<file path="src/memPkg.sv">
package memPkg;

    // client side
    localparam int AddrWidth = 32;
    localparam int WordWidth = 32;

    // ram side, byte wide
    localparam int RamAddrWidth = 12;
    localparam int ByteWidth = 8;
    localparam int RamBytes = 1 << RamAddrWidth;

    // access length, legal values 1, 2 and 4
    localparam int LenWidth = 3;

    // byte counter inside one transfer
    localparam int StageWidth = 3;

    // a fetch is always a full word
    localparam logic [LenWidth-1:0] FetchLen = LenWidth'(WordWidth / ByteWidth);

    typedef enum logic [1:0] {
        Idle,
        ReadInst,
        ReadData,
        WriteData
    } ctrlState;

endpackage

</file>
<file path="src/memBus.sv">
`timescale 1ns/1ps

interface memBus;
    import memPkg::*;

    logic                    en;
    logic                    write;
    logic [RamAddrWidth-1:0] addr;
    logic [ByteWidth-1:0]    wdata;
    // registered, valid the cycle after a read
    logic [ByteWidth-1:0]    rdata;

    modport ctrl (
        output en,
        output write,
        output addr,
        output wdata,
        input  rdata
    );

    modport ram (
        input  en,
        input  write,
        input  addr,
        input  wdata,
        output rdata
    );

endinterface

</file>
<file path="src/memCtrl.sv">
`timescale 1ns/1ps

module memCtrl (
    input  logic                          clk,
    input  logic                          rst,
    input  logic                          rdy,
    input  logic                          ioBufferFull,

    // instruction fetch client
    input  logic                          fetchEn,
    input  logic [memPkg::AddrWidth-1:0]  fetchAddr,
    output logic                          fetchDone,
    output logic [memPkg::WordWidth-1:0]  fetchInst,

    // data client
    input  logic                          dataEn,
    input  logic                          dataStore,
    input  logic [memPkg::LenWidth-1:0]   dataLen,
    input  logic [memPkg::AddrWidth-1:0]  dataAddr,
    input  logic [memPkg::WordWidth-1:0]  dataWrite,
    output logic                          dataDone,
    output logic [memPkg::WordWidth-1:0]  dataRead,

    memBus.ctrl                           mem
);
    import memPkg::*;

    ctrlState state;
    logic [StageWidth-1:0] stage;

    // request fields captured on acceptance
    logic [RamAddrWidth-1:0] baseAddr;
    logic [LenWidth-1:0]     lenQ;
    logic [WordWidth-1:0]    storeData;

    // bytes 0 .. n-2 of a read with the upper lanes left zero
    logic [WordWidth-1:0] partial;
    logic [WordWidth-1:0] lastByte;
    logic [WordWidth-1:0] assembled;

    logic stall;
    logic idleReady;
    logic dataAccept;
    logic fetchAccept;
    logic reading;
    logic readIssue;
    logic readFinish;
    logic lastWrite;

    // either global level freezes everything for one cycle
    assign stall = !rdy || ioBufferFull;

    assign idleReady = (state == Idle) && !stall;
    assign dataAccept = idleReady && dataEn;
    assign fetchAccept = idleReady && !dataEn && fetchEn;

    assign reading = (state == ReadInst) || (state == ReadData);

    // stage counts issued bytes and stage == len marks the done cycle
    assign readIssue = reading && (stage != lenQ) && !stall;
    assign readFinish = reading && (stage == lenQ) && !stall;
    assign lastWrite = (stage + 1'b1) == lenQ;

    always_ff @(posedge clk) begin
        if (rst) begin
            state <= Idle;
            stage <= '0;
        end else if (!stall) begin
            case (state)
                Idle: begin
                    stage <= '0;
                    if (dataEn) begin
                        state <= dataStore ? WriteData : ReadData;
                    end else if (fetchEn) begin
                        state <= ReadInst;
                    end
                end
                ReadInst, ReadData: begin
                    if (stage == lenQ) begin
                        state <= Idle;
                        stage <= '0;
                    end else begin
                        stage <= stage + 1'b1;
                    end
                end
                WriteData: begin
                    if (lastWrite) begin
                        state <= Idle;
                        stage <= '0;
                    end else begin
                        stage <= stage + 1'b1;
                    end
                end
                default: begin
                    state <= Idle;
                    stage <= '0;
                end
            endcase
        end
    end

    always_ff @(posedge clk) begin
        if (dataAccept) begin
            baseAddr <= dataAddr[RamAddrWidth-1:0];
            lenQ <= dataLen;
            storeData <= dataWrite;
            partial <= '0;
        end else if (fetchAccept) begin
            baseAddr <= fetchAddr[RamAddrWidth-1:0];
            lenQ <= FetchLen;
            partial <= '0;
        end else if (readIssue && (stage != '0)) begin
            // byte from the previous access is on rdata now
            partial[ByteWidth*(stage - 1'b1) +: ByteWidth] <= mem.rdata;
        end
    end

    // final byte goes straight from rdata into its lane
    always_comb begin
        lastByte = '0;
        case (lenQ)
            3'd1: lastByte[0 +: ByteWidth] = mem.rdata;
            3'd2: lastByte[ByteWidth +: ByteWidth] = mem.rdata;
            default: lastByte[WordWidth-ByteWidth +: ByteWidth] = mem.rdata;
        endcase
    end

    assign assembled = partial | lastByte;
    assign fetchInst = assembled;
    assign dataRead = assembled;

    assign fetchDone = readFinish && (state == ReadInst);
    assign dataDone = (readFinish && (state == ReadData))
                   || ((state == WriteData) && lastWrite && !stall);

    // one byte per active cycle in little-endian order
    assign mem.en = !stall && (readIssue || (state == WriteData));
    assign mem.write = !stall && (state == WriteData);
    assign mem.addr = baseAddr + RamAddrWidth'(stage);
    assign mem.wdata = storeData[ByteWidth*stage +: ByteWidth];

    doneEndsTransfer: assert property (
        @(posedge clk) disable iff (rst)
        (fetchDone || dataDone) |=> (state == Idle)
    );

    // every access stays inside the requested length
    accessInsideLength: assert property (
        @(posedge clk) disable iff (rst)
        mem.en |-> (stage < lenQ)
    );

    legalDataLen: assert property (
        @(posedge clk) disable iff (rst)
        dataAccept |-> (dataLen inside {3'd1, 3'd2, 3'd4})
    );

endmodule

</file>
<file path="src/flat_wrapper.sv">
// flat-port wrapper written by rule: the top's interface ports become plain ports
module memCtrl_flat import memPkg::*;
  (clk, rst, rdy, ioBufferFull, fetchEn, fetchAddr, fetchDone, fetchInst, dataEn, dataStore, dataLen, dataAddr, dataWrite, dataDone, dataRead, mem_en, mem_write, mem_addr, mem_wdata, mem_rdata);
  memBus mem_i ();
  input  logic clk;
  input  logic rst;
  input  logic rdy;
  input  logic ioBufferFull;
  input  logic fetchEn;
  input  logic [memPkg::AddrWidth-1:0] fetchAddr;
  output logic fetchDone;
  output logic [memPkg::WordWidth-1:0] fetchInst;
  input  logic dataEn;
  input  logic dataStore;
  input  logic [memPkg::LenWidth-1:0] dataLen;
  input  logic [memPkg::AddrWidth-1:0] dataAddr;
  input  logic [memPkg::WordWidth-1:0] dataWrite;
  output logic dataDone;
  output logic [memPkg::WordWidth-1:0] dataRead;
  output wire logic [$bits(mem_i.en)-1:0] mem_en;
  output wire logic [$bits(mem_i.write)-1:0] mem_write;
  output wire logic [$bits(mem_i.addr)-1:0] mem_addr;
  output wire logic [$bits(mem_i.wdata)-1:0] mem_wdata;
  input wire logic [$bits(mem_i.rdata)-1:0] mem_rdata;
  assign mem_en = mem_i.en;
  assign mem_write = mem_i.write;
  assign mem_addr = mem_i.addr;
  assign mem_wdata = mem_i.wdata;
  assign mem_i.rdata = mem_rdata;
  memCtrl u_core (.clk(clk), .rst(rst), .rdy(rdy), .ioBufferFull(ioBufferFull), .fetchEn(fetchEn), .fetchAddr(fetchAddr), .fetchDone(fetchDone), .fetchInst(fetchInst), .dataEn(dataEn), .dataStore(dataStore), .dataLen(dataLen), .dataAddr(dataAddr), .dataWrite(dataWrite), .dataDone(dataDone), .dataRead(dataRead), .mem(mem_i));
endmodule
</file>
<file path="config.mk">
export PLATFORM = sky130hd
export DESIGN_NAME = memCtrl_flat
export DESIGN_NICKNAME = d
export VERILOG_FILES = /design/src/memPkg.sv /design/src/memBus.sv /design/src/memCtrl.sv /design/src/flat_wrapper.sv
export SDC_FILE = /design/constraint.sdc
export NUM_CORES = 1
export LEC_CHECK = 0
export BUFFER_PORTS_ARGS = -buffer_cell sky130_fd_sc_hd__buf_4
export CAP_MARGIN = 25
export CORE_ASPECT_RATIO = 1.2
export CORE_UTILIZATION = 50
export CTS_BUF_LIST = sky130_fd_sc_hd__clkbuf_4
export DETAILED_ROUTE_END_ITERATION = 8
export GPL_TIMING_DRIVEN = 1
export HOLD_SLACK_MARGIN = 0.02
export PLACE_DENSITY = 0.81
export SLEW_MARGIN = 0
export SYNTH_ARGS = -nofsm -noshare
export SYNTH_HDL_FRONTEND = slang
export SYNTH_SLANG_ARGS = --single-unit
</file>
<file path="constraint.sdc">
create_clock -name clk -period 3.72 [get_ports clk]
set_input_delay 0 -clock clk [delete_from_list [all_inputs] [get_ports clk]]
set_output_delay 0 -clock clk [all_outputs]
set_load 0.01 [all_outputs]
</file>
==> flow_summary.yaml, run 1 <==
status:
  status: "complete, no violations"
worst_setup_path:
  r2r-start: "u_core.state[0]$_SDFFE_PP0P_"
  ff2ff_setup_slack_ns: 0.92
  required_ns: 3.72
  r2r_end: "u_core.baseAddr[0]$_DFFE_PP_"
  r2r_cells: 6
  cp.arrival_ns: 2.80
  cp_top_family: "adder cells"
  path_class: "flop to output port"
  crit_chain: "buf_4, ha_1, inv_1, fa_1, nand2b_1, a21oi_1, nand4_1, xnor2_1, buf_4"
  startpoint_type: "flop"
  cp_common_cell: "buf_4"
  critPathMaxFanout: 19
  slowest_stage: "fa_1"
  critPathMaxStageDelay_ns: 0.41
  path_buf_inv: 3
  cp-end-kind: "output port"
synthesis:
  synthArstFlopShare: 0
  synth_area_um2: 4702
  synth_seq_cells: 84
  netlist-cell-type-count: 48
  synth_edf_count: 47
  synth_top_cell_area_share: 0.3002
  syn-num-nets: 557
  synth.avg_cell_area_um2: 11.12
  synth_commonest_cells: "nand2_1, edfxtp_1, buf_4"
  synth-seq-area-share: 0.4577
  ys_top_cells_by_area: "edfxtp_1, dfxtp_1, mux2i_1"
  synthCells: 423
  yosysTopAreaCell: "edfxtp_1"
  synth_most_common_cell: "nand2_1"
  ys.flop_type: "edfxtp_1"
  ys_warn_count: 0
clock_tree:
  path_clk_slew_ns: 0.13
  clock_sinks: 84
  clock_path_buffers: 2
  cts_resized: 0
  numCtsBuffers: 9
  h-tree-depth: 3
  cts_root_buf: "clkbuf_4"
  postCtsSetupRepairBufs: 0
  cts_tree: "built"
  insertion_delay_ns: 0.43
power:
  p_sw_frac: 0.2468
  power.internal_uw: 1370
  ir_drop_mv: 0.2632
  combPwrFrac: 0.163
  clock_power_share: 0.277
  p_leak_uw: 0.002941
  power.switching_uw: 448.9
  power_density_nw_per_um2: 277.2
  p_seq_frac: 0.560
  power.total_uw: 1819
sta:
  finalSetupViolCount: 0
  final-hold-violation-count: 0
  finalCritPeriodShare: 0.7523
  clock-skew-final_ns: 0.007967
  post-route-min-period_ns: 2.799
  fin_setup_tns_ns: 0
  slew_headroom: 0.5106
  rsz0062_at_grt: "false"
  setup_slack_ns: 0.9215
  worst_pin_slew_ns: 0.7317
  max_freq_ghz: 0.3573
  slew_viol_final: 0
floorplanning:
  die_y_um: 108.2
  fp.dieW_um: 90.53
  core_region_area_um2: 9081
  initial_core_util: 0.5178
  io_pins: 202
  row_count: 38
  die_area_um2: 9798
min_path:
  holdPathStages: 5
  min-delay-start: "ioBufferFull"
  worstHoldEndpoint: "u_core.stage[0]$_SDFFE_PP0P_"
  hp-class: "input port to flop"
cells_and_area:
  antennaDiodeCount: 0
  area_growth_syn_to_layout_pct: 39.57
  fillers: 589
  fin_cells: 740
  nNetsFinal: 750
  final_util: 0.7227
  drive_above_1_share: 0.3403
global_routing:
  antenna_found_initial: 0
  grt_pass1_wl_mm: 19.45
  grt_max_degree: 42
  overflow: 0
  grt_util_all_layers: 0.2572
  grt_pass1_vias: 4046
routing:
  first_pass_iters: 4
  viasPerCell: 5.222
  routedWlPerCell_um: 16.71
  drtAntennaViolNets: 0
  vias: 3864
  drt_wl_total_mm: 12.36
  drt_iter0_markers: 145
  drc: 0
placement:
  gp_congestion: 0.8006
  dpl.hpwl_mm: 7.394
  dp.cells: 654
  io_buffers: 161
  dp_slack_ns: 1.202
flow_run:
  drv_cap: 0
## repair_timing
item / CTS / global route
hold endpoints to repair: 84 / 0
hold buffers: 71 / 0
setup endpoints to repair: 0 / 0
## registers in the layout, summed over array words and instances (netlist names)
| register | flops |
|---|---|
| u_core.lenQ | 3 |
| u_core.baseAddr | 12 |
| u_core.state | 2 |
| u_core.storeData | 32 |
| u_core.partial | 32 |
| u_core.stage | 3 |
## power groups by stage
stage	clock, uW	combinational (uW)	sequential (uW)
after floorplan	0	106	1030
after global routing	550	315	1020
final	505	297	1020
after global placement	0	218	1040
after CTS	503	286	1020
after detailed placement	0	222	1040
## through the flow
stage	hold WS, ns	cell area, um2
after global routing	0.06067	6563
after detailed placement	0.1793	5728
after global placement	0.1779	5728
after CTS	0.02847	6563
final	0.04598	6563
after floorplan	0.06907	4702
## logic make-up (layout without fill, tap and decap cells)
family / count (synthesis) / count (layout) / synth area share
adders and majority gates: 20 / 20 / 0.05482
DFF: 84 / 84 / 0.4577
and+or+nand+nor: 128 / 128 / 0.1341
xor gates and xnor gates: 17 / 17 / 0.04178
buffers and inverters: 75 / 272 / 0.09686
AOI/OAI and AO/OA: 47 / 47 / 0.07957
muxes: 52 / 52 / 0.1352
## per-layer routing
layer / routed length [um] / part of all wire / track usage
met1: 4900 / 0.40 / 0.2791
met2: 6130 / 0.50 / 0.4616
met3: 1115 / 0.090 / 0.08368
met4: 217 / 0.018 / 0.1071
met5: 0 / 0 / 0
## worst reg2reg max path, stage by stage (launching register included)
cell,delay [ns]
dfxtp_1,0.36
inv_1,0.11
ha_1,0.31
inv_1,0.14
nor3_4,0.65
mux2_2,0.42
dlygate4sd3_1,0.57
## worst max-delay path by stage
stage,startpoint,end,cells past startpoint
finish,u_core.stage[0]$_SDFFE_PP0P_,mem_addr[10],9
global route,u_core.stage[0]$_SDFFE_PP0P_,mem_addr[10],9
CTS,u_core.state[0]$_SDFFE_PP0P_,u_core.baseAddr[2]$_DFFE_PP_,6
detailed placement,u_core.stage[1]$_SDFFE_PP0P_,u_core.partial[4]$_SDFFE_PP0P_,9
global placement,u_core.stage[0]$_SDFFE_PP0P_,u_core.partial[3]$_SDFFE_PP0P_,9
floorplan,u_core.stage[0]$_SDFFE_PP0P_,u_core.partial[0]$_SDFFE_PP0P_,12
## layout by cell type (no fill, tap or decap), types with 5 or more instances in the layout
master	n
ha_1	19
mux2_2	12
nand3_1	14
xor2_1	6
mux2i_1	32
nor2b_1	10
buf_4	167
edfxtp_1	47
xnor2_1	8
and3_1	5
dfxtp_1	37
a21oi_1	6
nor2_1	5
mux4_2	8
clkbuf_4	9
dlygate4sd3_1	71
a21o_1	25
inv_1	19
nand2_1	67
nand2b_1	6
## cell type report
type	count	area, um2	area share
clock buffers	9	67.56	0.01030
clock inverters	6	56.30	0.008580
inverters	19	71.32	0.01087
multi-input cells	264	2101	0.3201
flip-flops and latches	84	2152	0.3279
well taps	120	150.1	0.02288
repair buffers	238	1964	0.2993
Note: power is estimated with default switching activity, not from simulation.
==> run 2: changes to the inputs <==
clock period = 2.6 ns   (was 3.72 ns; I/O delays follow)
==> run 2 against run 1 <==
- clock power grew 41%
- core utilization grew 0.58 points
- sequential power grew 43%
- final cell count grew 0.14%
- worst setup slack lost 0.84 ns
- first-iteration DRC count grew 8.3%
- flip-flop and latch count is the same
- routed wire length grew 0.50%
- register-to-register slack lost 0.79 ns
- via count shrank 0.62%
- count of clock-buffer cells in the layout is the same
- cell area grew 0.80%
- largest power group unchanged
==> flow_summary.yaml, run 2 (synthesized netlist as in run 1, its figures left out) <==
status:
  status: "complete, no violations"
routing:
  routedWlPerCell_um: 16.77
  viasPerCell: 5.182
  drc: 0
  dr_wl_met2_mm: 6.441
  drtAntennaViolNets: 0
  wl_met1_mm: 4.919
  drt_wl_total_mm: 12.43
  first_pass_iters: 4
  vias: 3840
  route.met3.wl_um: 945
  dr.max_layer_used: "met4"
  drt_iter0_markers: 157
sta:
  slew_headroom: 0.4931
  max_freq_ghz: 0.3966
  fin_setup_tns_ns: 0
  setup_slack_ns: 0.07851
  post-route-min-period_ns: 2.521
  final-hold-violation-count: 0
  clock-skew-final_ns: 0.01516
  finalCritPeriodShare: 0.9698
  worst_pin_slew_ns: 0.7588
  slew_viol_final: 0
  finalSetupViolCount: 0
clock_tree:
  clock_sinks: 84
  cts_root_buf: "clkbuf_4"
  insertion_delay_ns: 0.44
  h-tree-depth: 3
  cts_tree: "built"
  clock_path_buffers: 2
  path_clk_slew_ns: 0.12
  numCtsBuffers: 9
global_routing:
  grt_pass1_vias: 3859
  grt_max_degree: 41
  grt_pass1_wl_mm: 19.21
  overflow: 0
  grt_util_all_layers: 0.2548
  antenna_found_initial: 0
placement:
  gp_congestion: 0.7856
  dpl_cell_area_um2: 5766
  dpl.hpwl_mm: 7.668
  dp_slack_ns: 0.1944
  io_buffers: 161
power:
  p_seq_frac: 0.562
  ir_drop_mv: 0.3234
  p_sw_frac: 0.2442
  power.switching_uw: 633.2
  power.internal_uw: 1960
  p_leak_uw: 0.002966
  clock_power_share: 0.274
  combPwrFrac: 0.164
  power_density_nw_per_um2: 392.0
worst_setup_path:
  crit_chain: "buf_12, ha_1, inv_1, fa_1, nand2b_1, a21oi_2, nand4_1, xnor2_1, buf_4"
  cp.arrival_ns: 2.52
  path_class: "flop to output port"
  critPathMaxStageDelay_ns: 0.40
  required_ns: 2.60
  startpoint_type: "flop"
  critPathMaxFanout: 6
  slowest_stage: "dfxtp_1"
  cp-end-kind: "output port"
  ff2ff_setup_slack_ns: 0.13
floorplanning:
  row_count: 38
  die_area_um2: 9798
  initial_core_util: 0.5178
  io_pins: 202
  core_region_area_um2: 9081
  fp.dieW_um: 90.53
  die_y_um: 108.2
cells_and_area:
  final_common_cell: "buf_4"
  seqCellArea_um2: 2152
  reg.largest.list: "u_core.partial x32, u_core.storeData x32, u_core.baseAddr x12"
  multi_input_area_um2: 2138
  layout_common_cells: "buf_4, dlygate4sd3_1, nand2_1, edfxtp_1, dfxtp_1"
  fillers: 597
  area_growth_syn_to_layout_pct: 40.69
  antennaDiodeCount: 0
  nNetsFinal: 751
  final_area_um2: 6615
  drive_above_1_share: 0.3527
flow_run:
  drv_cap: 0
min_path:
  hp-class: "input port to flop"
[run 2: cell types whose count changed in the layout (fill, tap and decap cells not counted), moves of 2 or more]
cell	delta
ha_1	-3
buf_4	+2
dlygate4sd3_1	-2
ha_4	+2
[run 2: power by group through the flow]
stage | Combinational, uW | Sequential [uW] | Clock [uW]
floorplan | 152 | 1480 | 0
global placement | 312 | 1480 | 0
detailed placement | 320 | 1480 | 0
CTS | 409 | 1450 | 725
global route | 452 | 1460 | 780
finish | 425 | 1460 | 712
[run 2: path summary, 6_finish.rpt]
path,cells after the start,start,end
hold / removal,4,rdy,u_core.stage[2]$_SDFFE_PP0P_
setup reg to reg,7,u_core.state[0]$_SDFFE_PP0P_,u_core.baseAddr[7]$_DFFE_PP_
hold reg to reg,2,u_core.partial[29]$_SDFFE_PP0P_,u_core.partial[29]$_SDFFE_PP0P_
setup / recovery,9,u_core.stage[0]$_SDFFE_PP0P_,mem_addr[10]
[run 2: layer usage]
layer	GRT usage	vias to the layer above
met5	0	-
li1	-	1830
met2	0.4589	190
met3	0.05415	7
met1	0.2980	1813
met4	0.09562	0
[run 2: layout make-up]
cell class,count,share of cell area
Inverter,19,0.01078
Sequential cell,84,0.3253
Timing Repair Buffer,239,0.2992
Clock buffer,9,0.01021
Tap cell,120,0.02270
Multi-Input combinational cell,264,0.3232
Clock inverter,6,0.008511
[run 2: through the flow]
step / cells / total power, uW / util / hold slack [ns]
final: 741 / 2593 / 0.7284 / 0.04769
after global routing: 741 / 2691 / 0.7284 / 0.05174
after CTS: 739 / 2588 / 0.7250 / 0.02530
after detailed placement: 655 / 1805 / 0.6349 / 0.1793
after global placement: 655 / 1793 / 0.6349 / 0.1777
after floorplan: 423 / 1631 / - / 0.06907
[run 2: timing repair]
action	CTS	global route
resized for setup	1	5
setup buffers	0	2
gates cloned	0	0
hold buffers	69	0
endpoints found under the hold margin	84	0
setup endpoints to repair	1	15
[run 2: critical path: cells and delay by family, from the launching register on]
family	cells	cell delay [ns]
buf+inv	3	0.36
xor+xnor	1	0.21
fa+ha+maj	2	0.55
simple gates	2	0.36
flops	1	0.40
compound gates	1	0.22
